$ cat src/include/fabric_soc_macros.svh
// ##############################
// Bus widths, address map,
// device IDs and map sizes
// ##############################
`ifndef FABRIC_SOC_MACROS_SVH
`define FABRIC_SOC_MACROS_SVH

`define DATA_W      32
`define SEL_W       (`DATA_W / 8)
`define ADDR_W      16
`define GPIO_W      8
`define SRAM_DEPTH  1024

// Word addresses of the slave windows
`define DEVTBL_BASE 16'h0000
`define GPIO_BASE   16'h0010
`define DMA_BASE    16'h0020
`define SRAM_BASE   16'h1000
`define REG_SPAN    16

`define ID_INVALID  0
`define ID_SRAM     1
`define ID_DMA      2
`define ID_GPIO     6
`define ID_DEVTBL   7

// Map sizes in bytes
`define MAPSZ_REG     64
`define MAPSZ_SRAM    4096
`define MAPSZ_INVALID 0

`endif

$ cat src/design/fabric_soc_pkg.sv
// ##############################
// Bus op codes and slave
// positions of the fabric
// ##############################
`default_nettype none

package fabric_soc_pkg;

	// No read-write swap op on this bus
	typedef enum logic [1:0] {
		OP_NONE  = 2'd0,
		OP_WRITE = 2'd1,
		OP_READ  = 2'd2
	} bus_op_t;

	// Default responder sits in the last slot
	typedef enum logic [2:0] {
		SLV_DEVTBL  = 3'd0,
		SLV_GPIO    = 3'd1,
		SLV_DMA     = 3'd2,
		SLV_SRAM    = 3'd3,
		SLV_INVALID = 3'd4
	} slave_idx_t;

	localparam int SLAVE_COUNT = 5;

endpackage

`default_nettype wire

$ cat src/design/gpio_port.sv
// ##############################
// GPIO slave, synchronized
// inputs and output register
// ##############################
`timescale 1ns/1ps
`default_nettype none
`include "fabric_soc_macros.svh"

module gpio_port
	import fabric_soc_pkg::*;
(
	input  logic               clk100mhz_i,
	input  logic               rst_p,
	input  logic               sel_i,
	input  bus_op_t            op_i,
	input  logic [`ADDR_W-1:0] addr_i,
	input  logic [`DATA_W-1:0] wdata_i,
	input  logic [`SEL_W-1:0]  sel_bytes_i,
	output logic               ready_o,
	output logic [`DATA_W-1:0] rdata_o,
	input  logic [`GPIO_W-1:0] gp_i,
	output logic [`GPIO_W-1:0] gp_o
);

	logic [`GPIO_W-1:0] gp_meta_q;
	logic [`GPIO_W-1:0] gp_sync_q;

	// Two flops against metastability on the pins
	always_ff @(posedge clk100mhz_i) begin
		gp_meta_q <= gp_i;
		gp_sync_q <= gp_meta_q;
	end

	always_ff @(posedge clk100mhz_i) begin
		if (rst_p) begin
			ready_o <= 1'b0;
			gp_o    <= '0;
		end else begin
			ready_o <= sel_i && !ready_o;
			if (sel_i && !ready_o && op_i == OP_WRITE && addr_i == `ADDR_W'(1)
				&& sel_bytes_i[0]) begin
				gp_o <= wdata_i[`GPIO_W-1:0];
			end
		end
	end

	always_ff @(posedge clk100mhz_i) begin
		case (addr_i)
			`ADDR_W'(0): rdata_o <= `DATA_W'(gp_sync_q);
			`ADDR_W'(1): rdata_o <= `DATA_W'(gp_o);
			default:     rdata_o <= '0;
		endcase
	end

endmodule

`default_nettype wire

$ cat config.mk
export PLATFORM = sky130hd
export DESIGN_NAME = gpio_port
export DESIGN_NICKNAME = d
export VERILOG_FILES = /design/src/design/fabric_soc_pkg.sv /design/src/design/gpio_port.sv
export VERILOG_INCLUDE_DIRS = /design/src /design/src/include
export SDC_FILE = /design/constraint.sdc
export NUM_CORES = 1
export LEC_CHECK = 0
export BUFFER_PORTS_ARGS = -buffer_cell sky130_fd_sc_hd__clkbuf_2
export CAP_MARGIN = 20
export CORE_MARGIN = 5
export CORE_UTILIZATION = 36
export CTS_CLUSTER_SIZE = 30
export DETAILED_ROUTE_END_ITERATION = 10
export PLACE_DENSITY = 0.8
export SETUP_SLACK_MARGIN = 0.02
export SLEW_MARGIN = 15
export SYNTH_ARGS = -nofsm -noshare
export SYNTH_HDL_FRONTEND = slang
export SYNTH_SLANG_ARGS = --single-unit
export TNS_END_PERCENT = 50
$ cat constraint.sdc
create_clock -name clk100mhz_i -period 1.5 [get_ports clk100mhz_i]
set_input_delay 0.15 -clock clk100mhz_i [delete_from_list [all_inputs] [get_ports clk100mhz_i]]
set_output_delay 0.15 -clock clk100mhz_i [all_outputs]
set_load 0.02 [all_outputs]
After elaboration in Yosys (flattened, before gate mapping)
Index checks and enable logic that the tools add are counted.
Widths: inputs -> output; s select.
- memories: 0
- logic and storage cells: 14
- input port bits: 65
- ROM bits: 0
- latch bits: 0
- bits in writable memories: 0
- bits in registers: 57
- shifts and indexed selects: 0
- bitwise logic cells: 0
- magnitude comparators: 0
- equality and inequality tests: 2
- reductions and logical operators: 6
- div/mod/pow operators: 0
- $mul: 0
- $add $sub $neg: 0
- mux-type cells: 1
- operators with widths (kind ; number):
    $eq 16x1->1 const B ; 1
    $logic_not 16->1 ; 1
    $pmux 8 s2 ; 1
    $logic_and 1x1->1 ; 4
    $eq 2x1->1 const B ; 1
    $logic_not 1->1 ; 1

Longest topological paths before layout
- depth in word-level cells: 5
- gate-level depth with buffers: 4
- mapped depth without buffers: 4

Worst setup path before layout
OpenSTA, ideal clock, no wires.
- path kind: input to register
- start point: input addr_i[6]
- end point: register gp_o[0]
- library setup time: 0.072 ns
- path buffers: 0
- stages on the path: 4
- data arrival time: 1.260 ns
- setup slack: 0.168 ns
- required time: 1.428 ns
- cell sequence: nor4_1 nand4_1 nor3_4 mux2i_1
- cells in the longest elaborated chain, start to end: 3
- RTL lines (element ; RTL line ; RTL):
    start, declared ; gpio_port.sv:16 ; input logic [`ADDR_W-1:0] addr_i,
    $eq 16x1->1 ; gpio_port.sv:40 ; if (sel_i && !ready_o && op_i == OP_WRITE && addr_i == `ADDR_W'(1)
    $logic_and 1x1->1 (2 in a row) ; gpio_port.sv:40 ;
    end signal, assigned ; gpio_port.sv:42 ; gp_o <= wdata_i[`GPIO_W-1:0];
    end, declared ; gpio_port.sv:22 ; output logic [`GPIO_W-1:0] gp_o
Every way passes these cells.
A chain may end at the register's enable or synchronous reset.

Worst setup path in the final report
- start point: register ready_o
- end point: register gp_o[0]
- cells in the longest elaborated chain, start to end: 5
- RTL lines (element ; RTL line ; RTL):
    start, declared ; gpio_port.sv:19 ; output logic ready_o,
    start signal, assigned ; gpio_port.sv:39 ; ready_o <= sel_i && !ready_o;
    $logic_not 1->1 ; gpio_port.sv:40 ;
    $logic_and 1x1->1 (4 in a row) ; gpio_port.sv:40 ;
Every way passes these cells.

==> flow_summary.html <==
<table>
<tr><th>Metric</th><th>Value</th></tr>
<tr><th colspan="2">Power and ir drop</th></tr>
<tr><td>IR Drop Worst-Case VDD</td><td>0.556 mV</td></tr>
<tr><td>Sw Share</td><td>0.225</td></tr>
<tr><td>Internal power</td><td>0.00118 W</td></tr>
<tr><td>Relative contribution of combinational cells to total power</td><td>0.096</td></tr>
<tr><td>Power density over the cells</td><td>966 mW/mm^2</td></tr>
<tr><td>Switching power</td><td>0.000344 W</td></tr>
<tr><td>Clock Power Share</td><td>0.311</td></tr>
<tr><td>Sequential cell fraction of total power</td><td>0.593</td></tr>
<tr><td>Leak pwr</td><td>0.764 nW</td></tr>
<tr><th colspan="2">Route</th></tr>
<tr><td>Starting DRC count in detailed routing</td><td>3</td></tr>
<tr><td>Average vias per placed instance</td><td>4.06</td></tr>
<tr><td>Detailed-route wire length</td><td>2.41 mm</td></tr>
<tr><td>DRT antenna net count</td><td>0</td></tr>
<tr><td>Number of optimization iterations in the first detailed-route pass</td><td>2</td></tr>
<tr><td>Via count</td><td>882</td></tr>
<tr><td>Wire length per cell</td><td>11.1 microns</td></tr>
<tr><td>Drt drc</td><td>0</td></tr>
<tr><th colspan="2">Global route</th></tr>
<tr><td>Overall fraction of global-route tracks in use</td><td>0.115</td></tr>
<tr><td>Leftover overflow at the end of global routing</td><td>0</td></tr>
<tr><td>Antenna violations before repair</td><td>0</td></tr>
<tr><td>Pin count of the biggest net entering global routing</td><td>18</td></tr>
<tr><td>Global-route wire length before repair</td><td>3.71 mm</td></tr>
<tr><td>Via count of the first global-routing pass</td><td>851</td></tr>
<tr><th colspan="2">Die</th></tr>
<tr><td>Placeable core region</td><td>0.00310 sq mm</td></tr>
<tr><td>Horizontal die dimension</td><td>67.3 microns</td></tr>
<tr><td>Count of standard-cell rows</td><td>20</td></tr>
<tr><td>Area of the die</td><td>0.00453 sq mm</td></tr>
<tr><td>Die height</td><td>67.3 microns</td></tr>
<tr><td>Initial cell density of the core</td><td>0.381</td></tr>
<tr><td>Boundary pin count</td><td>106</td></tr>
<tr><th colspan="2">Synthesis</th></tr>
<tr><td>Async set-or-reset flop fraction in the synthesized netlist</td><td>0</td></tr>
<tr><td>Post-Synthesis Cells</td><td>103</td></tr>
<tr><td>Syn Std Cell Area</td><td>0.00118 sq mm</td></tr>
<tr><td>Fraction of the yosys area taken by sequential cells</td><td>0.559</td></tr>
<tr><td>Average footprint of a synthesized cell</td><td>11.5 sq um</td></tr>
<tr><td>Cell types with the highest counts after synthesis</td><td>dfxtp_1, buf_4, nand2b_1</td></tr>
<tr><td>Top flip-flop cell by instance count after synthesis</td><td>dfxtp_1</td></tr>
<tr><td>Synth area leaders</td><td>dfxtp_1, buf_4, nand2b_1, mux2i_1, a22o_1</td></tr>
<tr><td>Number of enable flip-flop cells after synthesis</td><td>0</td></tr>
<tr><td>Proportion of netlist area held by the largest area contributor</td><td>0.559</td></tr>
<tr><td>Cell taking the most area after synthesis</td><td>dfxtp_1</td></tr>
<tr><td>Synthesis Warnings</td><td>0</td></tr>
<tr><td>Most frequently used cell type in the post-synthesis netlist</td><td>dfxtp_1</td></tr>
<tr><td>Number of distinct standard cells referenced by the synthesized netlist</td><td>15</td></tr>
<tr><td>Flip-flop and latch count after synthesis</td><td>33</td></tr>
<tr><th colspan="2">Cells and area</th></tr>
<tr><td>Register Area</td><td>661 sq um</td></tr>
<tr><td>Number of filler cells placed in the layout</td><td>299</td></tr>
<tr><td>Share of final-layout standard cells stronger than drive strength 1</td><td>0.376</td></tr>
<tr><td>Number of nets at the end of the flow</td><td>238</td></tr>
<tr><td>Area of combinational cells with multiple inputs</td><td>419 sq um</td></tr>
<tr><td>Layout Cell Area excl Fill</td><td>0.00158 sq mm</td></tr>
<tr><td>Share of the core filled with cells</td><td>0.509</td></tr>
<tr><td>Area overhead of the layout relative to synthesis</td><td>33.7%</td></tr>
<tr><td>ANT cells</td><td>0</td></tr>
<tr><th colspan="2">Placement</th></tr>
<tr><td>Buffers added on ports</td><td>54</td></tr>
<tr><td>Estimated wirelength of the detail-placed design</td><td>1.86 mm</td></tr>
<tr><td>Final GP Congestion</td><td>0.615</td></tr>
<tr><td>Post-placement cell area</td><td>0.00144 sq mm</td></tr>
<tr><th colspan="2">Timing</th></tr>
<tr><td>Pins over their slew limit</td><td>0</td></tr>
<tr><td>Aggregate negative setup slack</td><td>0 ns</td></tr>
<tr><td>Final worst path period share</td><td>0.757</td></tr>
<tr><td>Post-Route Skew</td><td>0.00394 ns</td></tr>
<tr><td>Shortest period the worst path allows</td><td>1.13 ns</td></tr>
<tr><td>Final Hold Vio Count</td><td>0</td></tr>
<tr><td>RSZ-0062 raised after global routing</td><td>false</td></tr>
<tr><td>Final number of setup-violating endpoints</td><td>0</td></tr>
<tr><td>Upper clock frequency limit</td><td>0.881 GHz</td></tr>
<tr><th colspan="2">Hold path</th></tr>
<tr><td>Cell depth of the worst hold path</td><td>3</td></tr>
<tr><td>Hold wc startpoint</td><td>wdata_i[2]</td></tr>
<tr><td>Worst Hold Path EP</td><td>gp_o[2]$_SDFFE_PP0P_</td></tr>
<tr><td>Path category of the worst min-delay check</td><td>in -&gt; reg</td></tr>
<tr><th colspan="2">Setup path</th></tr>
<tr><td>Launch point of the worst reg-to-reg path</td><td>ready_o$_SDFF_PP0_</td></tr>
<tr><td>Worst reg2reg path endpoint</td><td>gp_o[0]$_SDFFE_PP0P_</td></tr>
<tr><td>Arrival time reported for the critical path endpoint</td><td>1.38 ns</td></tr>
<tr><td>Critical path required time</td><td>1.75 ns</td></tr>
<tr><td>Crit Path Class</td><td>reg -&gt; reg</td></tr>
<tr><td>Flop2flop setup slack</td><td>0.37 ns</td></tr>
<tr><td>Largest driver fanout on the critical path</td><td>8</td></tr>
<tr><td>Depth of the worst register-to-register path</td><td>4</td></tr>
<tr><td>Kind of end point of the critical path</td><td>flip-flop</td></tr>
<tr><td>Kind of launch point of the worst setup path</td><td>flip-flop</td></tr>
<tr><th colspan="2">Clocking</th></tr>
<tr><td>H-Tree Level Count</td><td>2</td></tr>
<tr><td>Post-CTS resize count</td><td>0</td></tr>
<tr><td>Clk root buf</td><td>clkbuf_4</td></tr>
<tr><td>Clock Latency Late Sink</td><td>0.32 ns</td></tr>
<tr><td>Number of sinks driven by the clock tree</td><td>33</td></tr>
<tr><td>TritonCTS clock tree</td><td>yes</td></tr>
<tr><td>Clock Path Buffers</td><td>2</td></tr>
<tr><td>Clk slew on worst S/H paths</td><td>0.09 ns</td></tr>
<tr><td>Number of buffers created by CTS</td><td>5</td></tr>
<tr><th colspan="2">Status</th></tr>
<tr><td>Status</td><td>finished clean</td></tr>
<tr><th colspan="2">Job</th></tr>
<tr><td>Max cap viols</td><td>0</td></tr>
</table>
## metal layers
metal,global-route usage,vias to the layer above,share of wire
met4,0.0532,0,0.014
met3,0.0566,6,0.17
met1,0.114,376,0.37
li1,-,436,-
met2,0.201,64,0.44
met5,0,-,0
## worst max-delay path, stage by stage (launching register included)
cell and delay [ns]:
dfxtp_1 0.31, nand2b_1 0.18, nor3_4 0.22, buf_12 0.16, mux2i_1 0.18
## worst max path at each step
stage | startpoint | to | slack, ns | cells past startpoint
after floorplan | addr_i[6] | gp_o[0]$_SDFFE_PP0P_ | 0.17 | 4
after global placement | addr_i[10] | gp_o[0]$_SDFFE_PP0P_ | 0.06 | 6
after detailed placement | addr_i[6] | gp_o[0]$_SDFFE_PP0P_ | 0.03 | 6
after CTS | ready_o$_SDFF_PP0_ | gp_o[0]$_SDFFE_PP0P_ | 0.34 | 4
after global routing | addr_i[10] | gp_o[0]$_SDFFE_PP0P_ | 0.17 | 6
final | ready_o$_SDFF_PP0_ | gp_o[0]$_SDFFE_PP0P_ | 0.37 | 4
## cells by family after synthesis
kind of cell	after synthesis	share of synthesized area
and+or+nand+nor	27	0.151
muxes	8	0.0678
other	1	0.00317
DFF	33	0.559
AOI/OAI and AO/OA	8	0.0593
buffers and inverters	26	0.159
## repair_timing
| action | CTS | global route |
|---|---|---|
| hold buffers | 8 | 0 |
| setup buffers | 0 | 0 |
| setup endpoints to repair | 0 | 0 |
| endpoints found under the hold margin | 8 | 0 |
## sequential cells by signal (all words and copies together), names as in the netlist
register	cells
gp_meta_q	8
gp_o	8
gp_sync_q	8
rdata_o	8
ready_o	1
## cell usage in the layout, fill, tap and decap left out
cell type and n:
nor4_2 1, clkbuf_8 1, nand2b_1 17, mux2i_1 8
buf_4 2, clkbuf_2 54, dlygate4sd3_1 8, inv_1 1
clkbuf_1 1, nor3_1 1, nor3_4 1, clkbuf_4 5
a22o_1 8, dfxtp_1 33, nand4b_1 1, nor4_1 2
nand4_1 1, nor2_1 3, buf_12 1, conb_1 24
## final cells by class
class | count | share of cell area
Inverter | 1 | 0.00238
Tap cell | 44 | 0.0349
Sequential cell | 33 | 0.418
Multi-Input combinational cell | 67 | 0.265
Clock buffer | 7 | 0.0349
Timing Repair Buffer | 65 | 0.244
## power by group through the flow
| stage | registers [W] | clock network, W | logic (W) |
|---|---|---|---|
| global route | 0.000908 | 0.000549 | 0.000160 |
| global placement | 0.000925 | 0 | 0.000126 |
| floorplan | 0.000926 | 0 | 0.000121 |
| CTS | 0.000905 | 0.000501 | 0.000145 |
| finish | 0.000905 | 0.000474 | 0.000146 |
| detailed placement | 0.000926 | 0 | 0.000128 |
## through the flow
| stage | hold WS (ns) | worst slack (ns) | instances | power, W |
|---|---|---|---|---|
| floorplan | 0.178 | 0.168 | 126 | 0.00105 |
| global placement | 0.253 | 0.0553 | 202 | 0.00105 |
| detailed placement | 0.255 | 0.0309 | 202 | 0.00105 |
| CTS | 0.0421 | 0.344 | 217 | 0.00155 |
| global route | 0.0480 | 0.170 | 217 | 0.00162 |
| finish | 0.0642 | 0.365 | 217 | 0.00152 |
(Power assumes the default switching activity.)
