===== src/include/fabric_soc_macros.svh =====
// ##############################
// Bus widths, address map,
// device IDs and map sizes
// ##############################
`ifndef FABRIC_SOC_MACROS_SVH
`define FABRIC_SOC_MACROS_SVH

`define DATA_W      32
`define SEL_W       (`DATA_W / 8)
`define ADDR_W      16
`define GPIO_W      8
`define SRAM_DEPTH  1024

// Word addresses of the slave windows
`define DEVTBL_BASE 16'h0000
`define GPIO_BASE   16'h0010
`define DMA_BASE    16'h0020
`define SRAM_BASE   16'h1000
`define REG_SPAN    16

`define ID_INVALID  0
`define ID_SRAM     1
`define ID_DMA      2
`define ID_GPIO     6
`define ID_DEVTBL   7

// Map sizes in bytes
`define MAPSZ_REG     64
`define MAPSZ_SRAM    4096
`define MAPSZ_INVALID 0

`endif


===== src/design/fabric_soc_pkg.sv =====
// ##############################
// Bus op codes and slave
// positions of the fabric
// ##############################
`default_nettype none

package fabric_soc_pkg;

	// No read-write swap op on this bus
	typedef enum logic [1:0] {
		OP_NONE  = 2'd0,
		OP_WRITE = 2'd1,
		OP_READ  = 2'd2
	} bus_op_t;

	// Default responder sits in the last slot
	typedef enum logic [2:0] {
		SLV_DEVTBL  = 3'd0,
		SLV_GPIO    = 3'd1,
		SLV_DMA     = 3'd2,
		SLV_SRAM    = 3'd3,
		SLV_INVALID = 3'd4
	} slave_idx_t;

	localparam int SLAVE_COUNT = 5;

endpackage

`default_nettype wire


===== src/design/addr_decoder.sv =====
// ##############################
// Address decoder, reply mux
// and invalid address responder
// ##############################
`timescale 1ns/1ps
`default_nettype none
`include "fabric_soc_macros.svh"

module addr_decoder
	import fabric_soc_pkg::*;
(
	input  logic                   clk100mhz_i,
	input  logic                   rst_p,
	input  logic                   bus_valid_i,
	input  bus_op_t                bus_op_i,
	input  logic [`ADDR_W-1:0]     bus_addr_i,
	input  logic [`DATA_W-1:0]     bus_wdata_i,
	input  logic [`SEL_W-1:0]      bus_sel_i,
	output logic                   bus_ready_o,
	output logic [`DATA_W-1:0]     bus_rdata_o,
	output logic [SLAVE_COUNT-1:0] slv_sel_o,
	output bus_op_t                slv_op_o,
	output logic [`ADDR_W-1:0]     slv_addr_o,
	output logic [`DATA_W-1:0]     slv_wdata_o,
	output logic [`SEL_W-1:0]      slv_sel_bytes_o,
	input  logic                   devtbl_ready_i,
	input  logic [`DATA_W-1:0]     devtbl_rdata_i,
	input  logic                   gpio_ready_i,
	input  logic [`DATA_W-1:0]     gpio_rdata_i,
	input  logic                   dma_ready_i,
	input  logic [`DATA_W-1:0]     dma_rdata_i,
	input  logic                   sram_ready_i,
	input  logic [`DATA_W-1:0]     sram_rdata_i
);

	slave_idx_t             slv_idx;
	logic [`ADDR_W-1:0]     base_addr;
	logic [SLAVE_COUNT-1:0] rdy_vec;
	logic                   inv_ready_q;

	function automatic logic in_window(
		input logic [`ADDR_W-1:0] addr,
		input logic [`ADDR_W-1:0] base,
		input int                 span
	);
		return (int'(addr) >= int'(base)) && (int'(addr) < int'(base) + span);
	endfunction

	// Anything outside the four windows lands on the default responder
	always_comb begin
		slv_idx   = SLV_INVALID;
		base_addr = '0;
		if (in_window(bus_addr_i, `DEVTBL_BASE, `REG_SPAN)) begin
			slv_idx   = SLV_DEVTBL;
			base_addr = `DEVTBL_BASE;
		end else if (in_window(bus_addr_i, `GPIO_BASE, `REG_SPAN)) begin
			slv_idx   = SLV_GPIO;
			base_addr = `GPIO_BASE;
		end else if (in_window(bus_addr_i, `DMA_BASE, `REG_SPAN)) begin
			slv_idx   = SLV_DMA;
			base_addr = `DMA_BASE;
		end else if (in_window(bus_addr_i, `SRAM_BASE, `SRAM_DEPTH)) begin
			slv_idx   = SLV_SRAM;
			base_addr = `SRAM_BASE;
		end
	end

	// Select stays up while the owner holds its request
	assign slv_sel_o       = bus_valid_i ? (SLAVE_COUNT'(1) << slv_idx) : '0;
	assign slv_op_o        = bus_op_i;
	assign slv_addr_o      = bus_addr_i - base_addr;
	assign slv_wdata_o     = bus_wdata_i;
	assign slv_sel_bytes_o = bus_sel_i;

	always_ff @(posedge clk100mhz_i) begin
		if (rst_p) begin
			inv_ready_q <= 1'b0;
		end else begin
			inv_ready_q <= slv_sel_o[SLV_INVALID] && !inv_ready_q;
		end
	end

	// Packed in slave_idx_t order, MSB is the invalid slot
	assign rdy_vec = {inv_ready_q, sram_ready_i, dma_ready_i, gpio_ready_i, devtbl_ready_i};

	assign bus_ready_o = bus_valid_i && rdy_vec[slv_idx];

	always_comb begin
		case (slv_idx)
			SLV_DEVTBL: bus_rdata_o = devtbl_rdata_i;
			SLV_GPIO:   bus_rdata_o = gpio_rdata_i;
			SLV_DMA:    bus_rdata_o = dma_rdata_i;
			SLV_SRAM:   bus_rdata_o = sram_rdata_i;
			default:    bus_rdata_o = '0;
		endcase
	end

endmodule

`default_nettype wire


===== config.mk =====
export PLATFORM = sky130hd
export DESIGN_NAME = addr_decoder
export DESIGN_NICKNAME = d
export VERILOG_FILES = /design/src/design/fabric_soc_pkg.sv /design/src/design/addr_decoder.sv
export VERILOG_INCLUDE_DIRS = /design/src /design/src/include
export SDC_FILE = /design/constraint.sdc
export NUM_CORES = 1
export LEC_CHECK = 0
export ABC_AREA = 1
export ABC_CLOCK_PERIOD_IN_PS = 12750
export BUFFER_PORTS_ARGS = -buffer_cell sky130_fd_sc_hd__clkbuf_2
export CORE_AREA = 5 5 105 107
export CTS_CLUSTER_DIAMETER = 200
export DETAILED_ROUTE_END_ITERATION = 10
export DIE_AREA = 0 0 110 112
export GPL_ROUTABILITY_DRIVEN = 0
export MAX_ROUTING_LAYER = met4
export PLACE_DENSITY = 0.52
export SYNTH_ARGS = -nofsm -noshare
export SYNTH_HDL_FRONTEND = slang
export SYNTH_SLANG_ARGS = --single-unit

===== constraint.sdc =====
create_clock -name clk100mhz_i -period 12.75 [get_ports clk100mhz_i]
set_input_delay 3.825 -clock clk100mhz_i [delete_from_list [all_inputs] [get_ports clk100mhz_i]]
set_output_delay 3.825 -clock clk100mhz_i [all_outputs]
set_load 0.005 [all_outputs]

After elaboration in Yosys (flattened, before gate mapping)
Index checks and enable logic that the tools add are counted.
{ "word_totals": {"out_inout_bits": 92, "mem_bits_rw": 0, "n_memories": 0, "input_bits": 189, "regBits": 1, "romBits": 0, "wordCells": 33, "latchBits": 0} }
{ "classes": {"n_reduce_logical": 7, "shift": 1, "mul": 0, "n_addsub": 1, "muxes": 12, "div": 0, "order_cmp": 8, "bitwise": 0, "eq_ne": 3} }
{ "ops": {"columns": ["op", "n"], "rows": [
  ["case mux 32 bit (4 select lines)", 1],
  ["two-way mux 13 bit", 4],
  ["< comparator 16 x 6 -> 1 bit, second input constant", 2],
  ["greater-or-equal comparator 16 x 13 -> 1 bit, second input constant", 1],
  ["greater-or-equal comparator 16 x 5 -> 1 bit, second input constant", 1],
  ["greater-or-equal comparator 16 x 6 -> 1 bit, second input constant", 1],
  ["< comparator 16 x 13 -> 1 bit, second input constant", 1],
  ["< comparator 16 x 5 -> 1 bit, second input constant", 1],
  ["subtractor 16 bit", 1],
  ["two-way mux 3 bit", 4],
  ["equality test 3 x 2 -> 1 bit, second input constant", 2],
  ["logical AND 1 bit", 5],
  ["two-way mux 5 bit", 1],
  ["<< shifter 1 x 3 -> 5 bit, first input constant", 1],
  ["< comparator 3 x 4 -> 1 bit, second input constant", 1],
  ["binary-select mux 1 bit (select 3 bit)", 1],
  ["equality test 3 x 1 -> 1 bit, second input constant", 1],
  ["logical NOT 3 bit", 1],
  ["logical NOT 1 bit", 1],
  ["two-way mux 1 bit", 1]
]} }

Depth between registers and ports, before layout
{ "depth": {"word_depth": 9, "ltp_mapped": 13} }

Worst setup path before layout
OpenSTA, ideal clock, no wires.
{ "synth_timing": {"path_kind": "in2out", "start": "in bus_addr_i[8]", "end": "out slv_addr_o[15]", "required_time_ns": 8.925, "path_buffers": 1, "slack_ns": 3.421, "stages": 13, "t_arrival_ns": 5.504, "cell_sequence": "nor2_1 nand2_1 nor2_4 nand3_2 inv_2 buf_6 ha_1 o21ai_0 nor2_1 nand2_1 a21oi_1 nand2_1 xnor2_1"} }
{ "synth_between": {"elab_chain_cells": 7, "word_cells_on_any_way": 15} }
{ "synth_rtl": {"columns": ["item", "line_no", "source"], "rows": [
  ["start: declaration", "addr_decoder.sv:16", "input logic [`ADDR_W-1:0] bus_addr_i,"],
  ["greater-or-equal comparator 16 x 13 -> 1 bit or < comparator 16 x 13 -> 1 bit (tied branches)", "addr_decoder.sv:46", "return (int'(addr) >= int'(base)) && (int'(addr) < int'(base) + span);"],
  ["logical AND 1 bit", "addr_decoder.sv:46", null],
  ["two-way mux 13 bit", "addr_decoder.sv:62", "end else if (in_window(bus_addr_i, `SRAM_BASE, `SRAM_DEPTH)) begin"],
  ["two-way mux 13 bit", "addr_decoder.sv:59", "end else if (in_window(bus_addr_i, `DMA_BASE, `REG_SPAN)) begin"],
  ["two-way mux 13 bit", "addr_decoder.sv:56", "end else if (in_window(bus_addr_i, `GPIO_BASE, `REG_SPAN)) begin"],
  ["two-way mux 13 bit", "addr_decoder.sv:53", "if (in_window(bus_addr_i, `DEVTBL_BASE, `REG_SPAN)) begin"],
  ["subtractor 16 bit (*)", "addr_decoder.sv:71", "assign slv_addr_o = bus_addr_i - base_addr;"],
  ["end: declaration", "addr_decoder.sv:23", "output logic [`ADDR_W-1:0] slv_addr_o,"]
]} }
Mark *: on every way between the ends. The rest lies on a longest branch, timed or not.

Worst setup path in the final report
{ "layout_timing": {"start": "in bus_addr_i[6]", "end": "out slv_addr_o[15]"} }
The elaborated chain is that of the path after synthesis.

==> flow_summary.html <==
<table>
<tr><th>Metric</th><th>Value</th></tr>
<tr><th colspan="2">Detailed routing</th></tr>
<tr><td>Met2 Routed Length</td><td>3700 microns</td></tr>
<tr><td>Routed metal-1 wire length</td><td>2740 microns</td></tr>
<tr><td>Number of vias in the routed layout</td><td>2454</td></tr>
<tr><td>Post-detailed-route count of antenna-violating nets</td><td>0</td></tr>
<tr><td>Number of violations reported at the end of detailed-routing iteration 0</td><td>89</td></tr>
<tr><td>Detailed route wirelength on metal3</td><td>826 microns</td></tr>
<tr><td>Average detailed-routed wire length per instance</td><td>12.6 microns</td></tr>
<tr><td>Count of unresolved DRC violations after routing</td><td>0</td></tr>
<tr><td>Via count normalized by instance count</td><td>4.19</td></tr>
<tr><td>Overall routed net length</td><td>7340 microns</td></tr>
<tr><td>Detailed Routing Iterations Pass 1</td><td>4</td></tr>
<tr><td>Uppermost routed layer</td><td>met4</td></tr>
<tr><th colspan="2">Synth</th></tr>
<tr><td>Synth warn</td><td>0</td></tr>
<tr><td>Sequential cell area fraction in the yosys report</td><td>1.20%</td></tr>
<tr><td>Mapped Cells</td><td>306</td></tr>
<tr><td>Fraction of synthesized cell area taken by the top area cell type</td><td>31.6%</td></tr>
<tr><td>Unique masters post-synth</td><td>24</td></tr>
<tr><td>Cell taking the most area after synthesis</td><td>sky130_fd_sc_hd__nand2_1</td></tr>
<tr><td>Post-synthesis average cell area</td><td>5.44 sq um</td></tr>
<tr><td>Count of state elements after synthesis</td><td>1</td></tr>
<tr><td>Post-Synthesis Cell Area</td><td>0.00167 sq mm</td></tr>
<tr><td>Post-synth net total</td><td>499</td></tr>
<tr><td>Top area cells in the synthesized netlist</td><td>sky130_fd_sc_hd__nand2_1 (32%), sky130_fd_sc_hd__buf_4 (19%), sky130_fd_sc_hd__nand4_1 (12%)</td></tr>
<tr><th colspan="2">Worst hold path</th></tr>
<tr><td>Worst hold path depth</td><td>1</td></tr>
<tr><td>Origin of the worst min-delay path</td><td>inv_ready_q</td></tr>
<tr><td>Type of the most critical hold path</td><td>flop to flop</td></tr>
<tr><th colspan="2">Global routing</th></tr>
<tr><td>Global-route congestion overflow total</td><td>0</td></tr>
<tr><td>Vias in the first global route</td><td>2273</td></tr>
<tr><td>Antenna violations before repair</td><td>0</td></tr>
<tr><td>Overall routing resource usage</td><td>10.6%</td></tr>
<tr><td>Wire length of the first global-routing pass</td><td>10500 microns</td></tr>
<tr><td>Maximum number of pins on one net before global-route repair</td><td>34</td></tr>
<tr><th colspan="2">Worst setup path</th></tr>
<tr><td>Critical path peak fanout</td><td>33</td></tr>
<tr><td>Critical Path RT</td><td>8920 ps</td></tr>
<tr><td>Slowest stage cell, crit path</td><td>sky130_fd_sc_hd__inv_2</td></tr>
<tr><td>Reg2reg path depth</td><td>1</td></tr>
<tr><td>Arrival time at the worst endpoint</td><td>6290 ps</td></tr>
<tr><td>Worst Setup End Kind</td><td>primary output</td></tr>
<tr><td>Start-to-end type of the worst setup path</td><td>input pin to primary output</td></tr>
<tr><td>Max incr delay on CP</td><td>500 ps</td></tr>
<tr><td>Reg2reg start</td><td>inv_ready_q</td></tr>
<tr><td>Start point of the critical path</td><td>bus_addr_i[6]</td></tr>
<tr><td>List of cells traversed by the critical path</td><td>clkbuf_2, nor2_2, nand2_1, inv_1, nand3_2, inv_2, ha_1, o21ai_0, nor2_1, nand2_1, a21oi_1, nand2_1, xnor2_1, clkbuf_2</td></tr>
<tr><td>Nature of the critical path startpoint</td><td>input pin</td></tr>
<tr><td>Cell mode on critical path</td><td>sky130_fd_sc_hd__nand2_1</td></tr>
<tr><th colspan="2">Timing</th></tr>
<tr><td>Worst slew slack as a fraction of its limit</td><td>47.7%</td></tr>
<tr><td>Endpoints failing setup</td><td>0</td></tr>
<tr><td>Post-Route Setup TNS</td><td>0 ps</td></tr>
<tr><td>Final-report max-slew violation count</td><td>0</td></tr>
<tr><td>Setup repair after global routing missed its margin</td><td>no</td></tr>
<tr><td>Final period util</td><td>79.3%</td></tr>
<tr><td>Max Freq</td><td>0.0989 GHz</td></tr>
<tr><td>Worst Hold Margin</td><td>447 ps</td></tr>
<tr><td>Hold violation total from the final report</td><td>0</td></tr>
<tr><td>Layout Skew</td><td>0 ps</td></tr>
<tr><td>Tmin final</td><td>10110 ps</td></tr>
<tr><td>Worst Tran Pin Value</td><td>782 ps</td></tr>
<tr><th colspan="2">Die</th></tr>
<tr><td>Core footprint</td><td>0.0100 sq mm</td></tr>
<tr><td>Die width</td><td>110 microns</td></tr>
<tr><td>Row count</td><td>37</td></tr>
<tr><td>Initial cell density of the core</td><td>16.6%</td></tr>
<tr><td>Top-Level Pins</td><td>281</td></tr>
<tr><td>Area of the die</td><td>0.0123 sq mm</td></tr>
<tr><td>Floorplan die height</td><td>112 microns</td></tr>
<tr><th colspan="2">Finish</th></tr>
<tr><td>Flip-flop count of the largest register, all copies and words added</td><td>1</td></tr>
<tr><td>Commonest non-fill, non-tap cells in the layout</td><td>sky130_fd_sc_hd__clkbuf_2 (196), sky130_fd_sc_hd__nand2_1 (140), sky130_fd_sc_hd__nand4_1 (32)</td></tr>
<tr><td>Post-layout net count</td><td>644</td></tr>
<tr><td>ANT cells</td><td>0</td></tr>
<tr><td>Total of fill cells in the finished design</td><td>1183</td></tr>
<tr><td>Commonest non-fill, non-tap cell in the layout</td><td>sky130_fd_sc_hd__clkbuf_2</td></tr>
<tr><td>Fin util</td><td>23.7%</td></tr>
<tr><td>Layout-stage area growth over the synthesis result</td><td>42.7%</td></tr>
<tr><td>Area used by multi-input combinational logic</td><td>0.00111 sq mm</td></tr>
<tr><td>Biggest register</td><td>inv_ready_q</td></tr>
<tr><td>Storage cell area</td><td>20.0 sq um</td></tr>
<tr><td>Largest registers ranked by flip-flop count</td><td>inv_ready_q (1)</td></tr>
<tr><td>Proportion of layout cells with a drive suffix above 1</td><td>47.2%</td></tr>
<tr><th colspan="2">Power and ir drop</th></tr>
<tr><td>Leak</td><td>0.00139 uW</td></tr>
<tr><td>Peak VDD IR</td><td>19.4 uV</td></tr>
<tr><td>Power density over cell area</td><td>19.2 mW/mm^2</td></tr>
<tr><th colspan="2">Clock tree</th></tr>
<tr><td>Number of hold-repair buffers added at the cts stage</td><td>0</td></tr>
<tr><td>Insertion delay of the later-clocked pin in the worst-skew pair</td><td>0 ps</td></tr>
<tr><td>Post_cts resized</td><td>0</td></tr>
<tr><td>Clock-pin slew on the worst setup and hold paths</td><td>0 ps</td></tr>
<tr><td>Buffers inserted by post-CTS timing repair</td><td>0</td></tr>
<tr><th colspan="2">Placed design</th></tr>
<tr><td>HPWL reported at the end of detailed placement</td><td>6220 microns</td></tr>
<tr><td>Count of input and output buffers</td><td>196</td></tr>
<tr><th colspan="2">Flow run</th></tr>
<tr><td>Max-cap violations</td><td>0</td></tr>
<tr><th colspan="2">Outcome</th></tr>
<tr><td>Result of the run</td><td>completed</td></tr>
</table>
==> worst paths after layout <==
| check | endpoint | slack (ps) |
|---|---|---|
| worst min-delay path | inv_ready_q | 450 |
| worst max-delay path | slv_addr_o[15] | 2640 |
| worst min register to register | inv_ready_q | 450 |
| worst max register to register | inv_ready_q | 12200 |
==> where the power goes <==
group | switching, uW | total (uW) | internal (uW)
clock network | 0 | 0 | 0
logic | 18.4 | 42.2 | 23.9
registers | 0.155 | 3.55 | 3.39
total | 18.5 | 45.8 | 27.2
==> cell families after synthesis <==
family	after synthesis	synth area share (%)
buffers and inverters	78	32.0
adder cells (fa/ha/maj)	4	3.46
AO/OA/AOI/OAI	7	2.33
XOR/XNOR	9	4.73
flip-flops	1	1.20
AND/OR/NAND/NOR	207	56.3
==> through the flow <==
stage / instances / instance area, sq um / setup WS [ps] / total power [uW]
finish: 585 / 2380 / 2640 / 45.8
floorplan: 306 / 1670 / 3420 / 26.7
global route: 585 / 2380 / 2320 / 50.8
global placement: 585 / 2380 / 2700 / 45.7
detailed placement: 585 / 2380 / 2630 / 46.0
CTS: 585 / 2380 / 2630 / 46.3
==> synthesized netlist by cell type (all sizes together) <==
master	instances
xnor2	3
nand3	13
nand4	32
or2	1
dfxtp	1
nor3	3
nor2	16
inv	25
ha	3
nand2	142
a21oi	2
xor2	6
o21ai	5
fa	1
buf	53
==> layout make-up <==
cell class	count	share of cell area [%]
multi-input cells	227	46.8
repair buffers	196	41.3
flip-flops and latches	1	0.842
inverters	25	3.95
well taps	136	7.16
==> metal layers <==
metal / GRT usage [%] / vias to the layer above
met4: 1.08 / 0
met5: - / -
li1: - / 1218
met1: 11.9 / 1058
met3: 2.72 / 12
met2: 19.2 / 166
==> worst max-delay path, delay by kind of cell <==
kind	cells	cell delay [ps]
adder cells (fa/ha/maj)	1	300
XOR/XNOR	1	130
AO/OA/AOI/OAI	2	410
buffers and inverters	4	850
AND/OR/NAND/NOR	6	750
Power figures use the tool's default switching activity.
