`src/include/fabric_soc_macros.svh`:
```
// ##############################
// Bus widths, address map,
// device IDs and map sizes
// ##############################
`ifndef FABRIC_SOC_MACROS_SVH
`define FABRIC_SOC_MACROS_SVH

`define DATA_W      32
`define SEL_W       (`DATA_W / 8)
`define ADDR_W      16
`define GPIO_W      8
`define SRAM_DEPTH  1024

// Word addresses of the slave windows
`define DEVTBL_BASE 16'h0000
`define GPIO_BASE   16'h0010
`define DMA_BASE    16'h0020
`define SRAM_BASE   16'h1000
`define REG_SPAN    16

`define ID_INVALID  0
`define ID_SRAM     1
`define ID_DMA      2
`define ID_GPIO     6
`define ID_DEVTBL   7

// Map sizes in bytes
`define MAPSZ_REG     64
`define MAPSZ_SRAM    4096
`define MAPSZ_INVALID 0

`endif

```
`src/design/fabric_soc_pkg.sv`:
```
// ##############################
// Bus op codes and slave
// positions of the fabric
// ##############################
`default_nettype none

package fabric_soc_pkg;

	// No read-write swap op on this bus
	typedef enum logic [1:0] {
		OP_NONE  = 2'd0,
		OP_WRITE = 2'd1,
		OP_READ  = 2'd2
	} bus_op_t;

	// Default responder sits in the last slot
	typedef enum logic [2:0] {
		SLV_DEVTBL  = 3'd0,
		SLV_GPIO    = 3'd1,
		SLV_DMA     = 3'd2,
		SLV_SRAM    = 3'd3,
		SLV_INVALID = 3'd4
	} slave_idx_t;

	localparam int SLAVE_COUNT = 5;

endpackage

`default_nettype wire

```
`src/design/device_table.sv`:
```
// ##############################
// Read-only device table
// IDs and map sizes per slave
// ##############################
`timescale 1ns/1ps
`default_nettype none
`include "fabric_soc_macros.svh"

module device_table
	import fabric_soc_pkg::*;
(
	input  logic               clk100mhz_i,
	input  logic               rst_p,
	input  logic               sel_i,
	input  bus_op_t            op_i,
	input  logic [`ADDR_W-1:0] addr_i,
	output logic               ready_o,
	output logic [`DATA_W-1:0] rdata_o
);

	logic [`DATA_W-1:0] rd_word;

	function automatic logic [`DATA_W-1:0] dev_id(input slave_idx_t idx);
		case (idx)
			SLV_DEVTBL: return `DATA_W'(`ID_DEVTBL);
			SLV_GPIO:   return `DATA_W'(`ID_GPIO);
			SLV_DMA:    return `DATA_W'(`ID_DMA);
			SLV_SRAM:   return `DATA_W'(`ID_SRAM);
			default:    return `DATA_W'(`ID_INVALID);
		endcase
	endfunction

	function automatic logic [`DATA_W-1:0] map_size(input slave_idx_t idx);
		case (idx)
			SLV_SRAM:    return `DATA_W'(`MAPSZ_SRAM);
			SLV_INVALID: return `DATA_W'(`MAPSZ_INVALID);
			default:     return `DATA_W'(`MAPSZ_REG);
		endcase
	endfunction

	// IDs at words 0.., map sizes at words 8..
	always_comb begin
		rd_word = '0;
		if (addr_i < `ADDR_W'(SLAVE_COUNT)) begin
			rd_word = dev_id(slave_idx_t'(addr_i[2:0]));
		end else if (addr_i >= `ADDR_W'(8) && addr_i < `ADDR_W'(8 + SLAVE_COUNT)) begin
			rd_word = map_size(slave_idx_t'(addr_i[2:0]));
		end
	end

	always_ff @(posedge clk100mhz_i) begin
		if (rst_p) begin
			ready_o <= 1'b0;
		end else begin
			ready_o <= sel_i && !ready_o;
		end
	end

	// Writes complete with nothing stored
	always_ff @(posedge clk100mhz_i) begin
		rdata_o <= (op_i == OP_READ) ? rd_word : '0;
	end

endmodule

`default_nettype wire

```
`config.mk`:
```
export PLATFORM = sky130hd
export DESIGN_NAME = device_table
export DESIGN_NICKNAME = d
export VERILOG_FILES = /design/src/design/fabric_soc_pkg.sv /design/src/design/device_table.sv
export VERILOG_INCLUDE_DIRS = /design/src /design/src/include
export SDC_FILE = /design/constraint.sdc
export NUM_CORES = 1
export LEC_CHECK = 0
export CAP_MARGIN = 20
export CORE_AREA = 2 2 39 41
export DETAILED_ROUTE_END_ITERATION = 7
export DIE_AREA = 0 0 41 43
export DONT_BUFFER_PORTS = 1
export SLEW_MARGIN = 20
export SYNTH_ARGS = -nofsm -noshare
export SYNTH_HDL_FRONTEND = slang
export SYNTH_SLANG_ARGS = --single-unit
```
`constraint.sdc`:
```
create_clock -name clk100mhz_i -period 2.6 [get_ports clk100mhz_i]
set_input_delay 0.52 -clock clk100mhz_i [delete_from_list [all_inputs] [get_ports clk100mhz_i]]
set_output_delay 0.52 -clock clk100mhz_i [all_outputs]
set_load 0.02 [all_outputs]
```
# Word-level counts from Yosys, hierarchy flattened
# Index checks and enable logic that the tools add are counted.
# classes
n_addsub	0
mul	0
n_div	0
magnitude_cmp	3
eq_ne	5
n_shift	0
mux	4
n_bitwise	0
n_reduce_logical	4
# op_table
cell	count
32-bit 2-to-1 mux	1
13-bit one-hot mux with 2 select lines	1
16-bit by 4-bit greater-or-equal comparator with 1-bit output, second input constant	1
16-bit by 3-bit less-than comparator with 1-bit output, second input constant	1
16-bit by 4-bit less-than comparator with 1-bit output, second input constant	1
13-bit 2-to-1 mux	1
3-bit one-hot mux with 4 select lines	1
3-bit by 2-bit == test with 1-bit output, second input constant	2
3-bit by 1-bit == test with 1-bit output, second input constant	1
3-bit == test, second input constant	1
3-bit logical NOT	1
2-bit == test, second input constant	1
1-bit logical AND	2
1-bit logical NOT	1
# totals
reg_bits	33
latchBits	0
ramBits	0
mem_bits_ro	0
in_bits	21
output_inout_bits	33
word_cells	18
n_memories	0

# Logic depth before layout (Yosys ltp)
# Gate-level depths: netlist (run 1).
# logic_depth
depth_word	4
mapped_depth	3
ltp_nobuf	3

# Worst setup path before layout (run 1)
# Ideal clock, no wire load.
# synth_path
kind	input -> register
start	input port addr_i[9]
end	register rdata_o[1]
setup_time_ns	0.074
arrival_ns	1.159
required_ns	2.526
setup_slack_ns	1.368
stages	3
n_path_buf	0
path_cell_list	nor4_2 > nand4_1 > nor3b_2
# synth_between
elab_chain_cells	4
elab_cells_between_ends	6
cone_classes	order compare (3); mux (2); reduce/logical (1)
# synth_lines
element	line_no	source
start, declared	device_table.sv:16	input logic [`ADDR_W-1:0] addr_i,
16-bit by 4-bit greater-or-equal comparator with 1-bit output or 16-bit by 4-bit less-than comparator with 1-bit output (tied branches)	device_table.sv:46	end else if (addr_i >= `ADDR_W'(8) && addr_i < `ADDR_W'(8 + SLAVE_COUNT)) begin
1-bit logical AND	device_table.sv:46	
13-bit 2-to-1 mux	device_table.sv:46	
32-bit 2-to-1 mux (*)	device_table.sv:44	if (addr_i < `ADDR_W'(SLAVE_COUNT)) begin
end signal, assigned	device_table.sv:61	rdata_o <= (op_i == OP_READ) ? rd_word : '0;
end, declared	device_table.sv:18	output logic [`DATA_W-1:0] rdata_o
# Every way passes the cells marked *; elsewhere a longest branch is shown, timed or not.
# A chain may end at the register's enable or synchronous reset.

# Worst setup path after layout (run 1)
# layout_path
start	register ready_o
end	output port ready_o
# layout_rtl
element	line_no	source
start, declared	device_table.sv:17	output logic ready_o,
start signal, assigned	device_table.sv:55	ready_o <= sel_i && !ready_o;
# No word-level cell between the ends.

==> out/metrics.cfg, run 1 <==
[clock_network]
htreeDepth = 1
clock_tree.buffer_depth = 2
cts_buffers = 3
clk_latency_ns = 0.24
cts_tree = yes
hold_buffers = 0
clock_sink_count = 6
cts_root_buffer = clkbuf_4
cts_setup_buffers = 0
cts_resized = 0
clk_pin_slew_worst_paths_ns = 0.04

[final_layout]
areaGrowthSynthToFinish_pct = -13.8
antenna_cells = 0
fillers = 162
seq_area_sq_um = 120
final_core_util_pct = 28.3
finish.instance_area_sq_um = 392
drive_above_1_share_pct = 13.5
nets = 75
multiInputGateArea_sq_um = 229

[worst_setup_path]
cp.required_ns = 2.08
worstPathArrival_ns = 0.67
cp-end-kind = primary output
r2r_slack_ns = 1.96
path_class = reg2out
crit_path_max_fanout = 2
cp-start-kind = flop

[sta]
slew_viol_final = 0
setup_tns_ns = 0
fin_crit_sh_pct = 45.8
clock.fmax_mhz = 841
setup_viol = 0
rsz0062_at_grt = no
finalHoldViolCount = 0
min_period_ns = 1.19
skew_ns = 0

[global_routing]
grt_use_total_pct = 7.21
grt_overflow_total = 0
grt_pass1_vias = 212
grt_max_degree = 6
antenna_found_initial = 0
grt_pass1_wl_microns = 800

[pwr]
power_frac_comb_pct = 19.0
leakagePower_nw = 0.178
pwr-share-seq_pct = 43.5
switching_share_pct = 31.3
power.ir.vdd_worst_mv = 0.0846
clockPowerShare_pct = 37.6
power_density_mw_per_mm2 = 557
p_switching_uw = 68.2
power_uw = 218
p_int_uw = 150

[synthesis]
yosys-top-cells-area = buf_4 (45%), dfxtp_1 (26%), nor4_2 (5.5%), nor4b_4 (5.2%), nor3b_2 (2.8%)
synthDistinctLibCells = 14
yosysMostFrequentCell = buf_4
synth_cells = 50
synth-seq-area-share_pct = 26.4
synth-edff-count = 0
synth_top_area_share_pct = 44.6
synth_warnings = 0
ys_async_sr_fraction_pct = 0
synth_common_cells = buf_4 (27), dfxtp_1 (6)
ys.flop_type = dfxtp_1
ys_ff_latch = 6
synth_top_cell_by_area = buf_4
synthesis.area_sq_um = 454
synth.avg_cell_area_sq_um = 9.08

[drt]
drt_pass1_iterations = 1
via_count = 261
vias_per_cell = 3.84
drt-initial-drc-count = 0
routed_wl_microns = 609
antenna_left = 0
drc = 0
wl_per_cell_microns = 8.96

[worst_hold_path]
hold_class = in2reg

[floorplanning]
floorplan.die.height_microns = 43
die_area_sq_mm = 0.00176
num_rows = 14
coreArea_sq_mm = 0.00138
design.portCount = 54
die_w_microns = 41
initial_utilization_pct = 32.8

[place]
postPlaceCellArea_sq_um = 369
dp_hpwl_microns = 548
gp_congestion = 0.563
portBuffers = 0

[status]
status = complete, no violations

[job]
maxCapViolations = 0

## sequential cells by signal (all words and copies together), names as in the netlist
name / cells
rdata_o: 5
ready_o: 1
## layout make-up
cell class	instances	share of cell area, %
clock buffer	3	5.75
multi-input combinational	43	58.5
sequential	6	30.7
tap	16	5.11
## cells by family after synthesis
family | Yosys count | synth area share (%)
buf+inv | 27 | 44.6
simple gates | 15 | 26.2
flops | 6 | 26.4
xor+xnor | 1 | 1.93
other cells | 1 | 0.826
## metrics by stage
step                worst slack (ns)  std cells  hold WS, ns
floorplan                       1.37         76        0.541
global placement                1.26         65        0.554
detailed placement              1.21         65        0.559
CTS                             1.40         68        0.339
global route                    1.37         68        0.337
finish                          1.41         68        0.347
## cells in the final DEF, fill, tap and decap left out
cell type | Yosys | layout
clkbuf_4 | 0 | 3
conb_1 | 1 | 27
dfxtp_1 | 6 | 6
nand2_1 | 2 | 2
nand3_1 | 2 | 2
nand4_1 | 1 | 1
nor2_1 | 2 | 2
nor3_1 | 2 | 2
nor3b_1 | 1 | 1
nor3b_2 | 1 | 1
nor4_2 | 2 | 2
nor4b_1 | 1 | 1
nor4b_4 | 1 | 1
xor2_1 | 1 | 1
## per-layer routing
| metal | vias to the layer above | part of all wire (%) | track usage, % | wire (microns) |
|---|---|---|---|---|
| li1 | 116 | - | - | - |
| met1 | 110 | 26 | 5.75 | 160 |
| met2 | 35 | 49 | 12.2 | 300 |
| met3 | 0 | 24 | 1.57 | 149 |
| met4 | 0 | 0 | 8.00 | 0 |
| met5 | - | 0 | 0 | 0 |
## path summary, 6_finish.rpt
check,from,end,cells past startpoint
setup reg to reg,ready_o,ready_o,1
hold reg to reg,ready_o,ready_o,1
hold / removal,addr_i[3],rdata_o[1],1
setup / recovery,ready_o,ready_o,0
## power by group through the flow
stage                     logic (mW)  registers, mW  clock network, mW
after global routing          0.0448         0.0950             0.0881
after detailed placement      0.0407         0.0965                  0
after CTS                     0.0407         0.0948             0.0858
final                         0.0414         0.0948             0.0819
after global placement        0.0407         0.0964                  0
after floorplan               0.0712         0.0964                  0
No activity file was read; power rests on OpenSTA's default activity.
==> run 2, diff against run 1 <==
--- a/config.mk
+++ b/config.mk
@@ -6,6 +6,7 @@
 export SDC_FILE = /design/constraint.sdc
 export NUM_CORES = 1
 export LEC_CHECK = 0
+export ABC_AREA = 1
 export CAP_MARGIN = 20
 export CORE_AREA = 2 2 39 41
 export DETAILED_ROUTE_END_ITERATION = 7
==> constraint.sdc (replaced) <==
create_clock -name clk100mhz_i -period 1.2 [get_ports clk100mhz_i]
set_input_delay 0.24 -clock clk100mhz_i [delete_from_list [all_inputs] [get_ports clk100mhz_i]]
set_output_delay 0.24 -clock clk100mhz_i [all_outputs]
set_load 0.02 [all_outputs]
==> run 2 against run 1 <==
Effect of this change:
- first-iteration DRC count is 3 higher
- register-to-register slack worse by 1.4 ns
- synthesized area increased by 5.2%
- non-clock buffer count unchanged
- synthesized cell count rose by 34%
- count of clock-buffer cells in the layout did not move
- via count is 17% higher
- setup slack worse by 1.1 ns
- hold slack got worse by 0.27 ns
- sequential share of layout area is 1.8 points lower
- final area increased by 6.1%
- clock power rose by 120%
- critical path type unchanged
==> out/metrics.cfg, run 2 <==
[drt]
drt-initial-drc-count = 3  ; +3
drt_pass1_iterations = 4  ; +3
vias_per_cell = 3.59  ; -6.5%
via_count = 305  ; +17%
antenna_left = 0  ; unchanged
drc = 0  ; unchanged
wl_per_cell_microns = 7.46  ; -17%
routed_wl_microns = 634  ; +4.1%

[worst_setup_path]
cp-start-kind = flop
rr_startpoint = ready_o
path_class = reg2out
reg2reg_depth = 1  ; unchanged
r2r_end = ready_o
worstPathArrival_ns = 0.67  ; about the same
r2r_slack_ns = 0.56  ; -1.40 ns
cp.required_ns = 0.96  ; -1.12 ns
crit_path_max_fanout = 2  ; unchanged
cp-end-kind = primary output

[final_layout]
largest_reg_flops = 5  ; unchanged
nets = 92  ; +23%
top_register = rdata_o
antenna_cells = 0  ; unchanged
fillers = 154  ; -4.9%
final_cell_mix = conb_1 (27), nor2_1 (14), dfxtp_1 (6), nand2_1 (5), inv_1 (4)
final_core_util_pct = 30.0  ; +1.7 points
drive_above_1_share_pct = 11.6  ; -1.9 points
reg_top3 = rdata_o x5, ready_o x1
final_common_cell = conb_1
areaGrowthSynthToFinish_pct = -13.1

[synthesis]
synth_adder_area_share_pct = 0  ; unchanged
synth.avg_cell_area_sq_um = 7.13  ; -21%
synth_cells = 67  ; +34%
synthXorXnorAreaFrac_pct = 0  ; -1.9 points
yosysMostFrequentCell = buf_4
synth_top_cell_by_area = buf_4
synth_mux_area_share_pct = 0  ; unchanged
synth_top_area_share_pct = 42.4  ; -2.2 points
synthDistinctLibCells = 13  ; -1
yosys-top-cells-area = buf_4 (42%), dfxtp_1 (25%), nor2_1 (11%), nand2_1 (3.9%), nor2_2 (3.9%)
ys_ff_latch = 6  ; unchanged
synth_top_family_by_area = buffers and inverters
ys.flop_type = dfxtp_1
synth-seq-area-share_pct = 25.1  ; -1.3 points
ys_async_sr_fraction_pct = 0  ; unchanged
synth_common_cells = buf_4 (27), nor2_1 (14), dfxtp_1 (6)
synth-compound-area-share_pct = 1.05  ; +1.0 points
synth-simple-area-share_pct = 27.5  ; +1.3 points
synthesis.area_sq_um = 478  ; +5.2%
synth_warnings = 0  ; unchanged
synth-edff-count = 0  ; unchanged

[global_routing]
grt_pass1_wl_microns = 655  ; -18%
grt_pass1_vias = 177  ; -17%
antenna_found_initial = 0  ; unchanged
grt_use_total_pct = 5.99  ; -1.2 points
grt_overflow_total = 0  ; unchanged
grt_max_degree = 4  ; -2

[clock_network]
cts_setup_buffers = 0  ; unchanged
cts_resized = 0  ; unchanged
clk_latency_ns = 0.24  ; about the same
cts_tree = yes
cts_buffers = 3  ; unchanged
clock_sink_count = 6  ; unchanged
cts_root_buffer = clkbuf_4
clock_tree.buffer_depth = 2  ; unchanged
clk_pin_slew_worst_paths_ns = 0.04  ; about the same
htreeDepth = 1  ; unchanged
hold_buffers = 0  ; unchanged

[pwr]
power_density_mw_per_mm2 = 1170  ; +110%
leakagePower_nw = 0.214  ; +20%
power.ir.vdd_worst_mv = 0.234  ; +180%

[sta]
skew_ns = 0  ; unchanged
min_period_ns = 0.909
clock.fmax_mhz = 1100
rsz0062_at_grt = no
finalHoldViolCount = 0  ; unchanged
slew_viol_final = 0  ; unchanged
fin_crit_sh_pct = 75.8
setup_ws_ns = 0.291  ; -1.12 ns
setup_viol = 0  ; unchanged
setup_tns_ns = 0  ; unchanged

[floorplanning]
die_w_microns = 41  ; unchanged
floorplan.die.height_microns = 43  ; unchanged
coreArea_sq_mm = 0.00138  ; unchanged
num_rows = 14  ; unchanged
design.portCount = 54  ; unchanged
die_area_sq_mm = 0.00176  ; unchanged
initial_utilization_pct = 34.5  ; +1.7 points

[job]
maxCapViolations = 0  ; unchanged

[worst_hold_path]
min_delay_path_depth = 1  ; unchanged
hold_class = in2reg
min_from = rst_p
min_to = ready_o

[place]
portBuffers = 0  ; unchanged
dp_hpwl_microns = 562  ; +2.6%
gp_congestion = 0.652  ; +16%
place_ws_ns = 0.352  ; -0.858 ns

[status]
status = complete, no violations

==> run 2: cell count changes in the layout (fill, tap and decap cells not counted), sizes merged <==
cell | previous run | this run
nor2 | 2 | 17
inv | 0 | 4
nand2 | 2 | 5
nor4 | 2 | 0
nor4b | 2 | 0
nand4 | 1 | 0
nor3 | 2 | 1
o21ai | 0 | 1
or2 | 0 | 1
xor2 | 1 | 0
==> run 2: final cells by class <==
cell class                 count  area, sq um  share of cell area [%]
multi-input combinational     56          238                    57.2
clock buffer                   3         22.5                    5.42
sequential                     6          120                    28.9
inverter                       4         15.0                    3.61
tap                           16         20.0                    4.82
==> run 2: worst max path at each step <==
stage	slack, ns	cells past startpoint	startpoint	to
floorplan	0.46	5	addr_i[4]	rdata_o[12]
global placement	0.37	5	addr_i[15]	rdata_o[6]
detailed placement	0.35	5	addr_i[15]	rdata_o[6]
CTS	0.28	0	ready_o	ready_o
global route	0.26	0	ready_o	ready_o
finish	0.29	0	ready_o	ready_o
==> run 2: routing by layer <==
layer | global-route usage [%] | vias up | share of wire (%)
met2 | 8.13 | 35 | 43
met1 | 6.96 | 118 | 38
met3 | 0 | 0 | 19
met4 | 8.00 | 0 | 0
met5 | 0 | - | 0
li1 | - | 152 | -
==> run 2: power breakdown <==
group	switching (mW)	internal [mW]
logic	0.0895	0.0119
clock network	0.0652	0.113
registers	0.00333	0.202
==> run 2: logic make-up after synthesis <==
logic type / after synthesis
DFF: 6
AOI/OAI and AO/OA: 1
other: 1
buffers and inverters: 31
and+or+nand+nor: 28
==> run 2: per-stage QoR <==
step	instances	power [mW]	cell area (sq um)	hold slack, ns
6_report	85	0.485	415	0.0721
5_1_grt	85	0.514	415	0.0597
4_1_cts	85	0.493	415	0.0642
3_5_place_dp	82	0.308	393	0.322
3_3_place_gp	82	0.308	393	0.318
2_1_floorplan	93	0.373	576	0.316
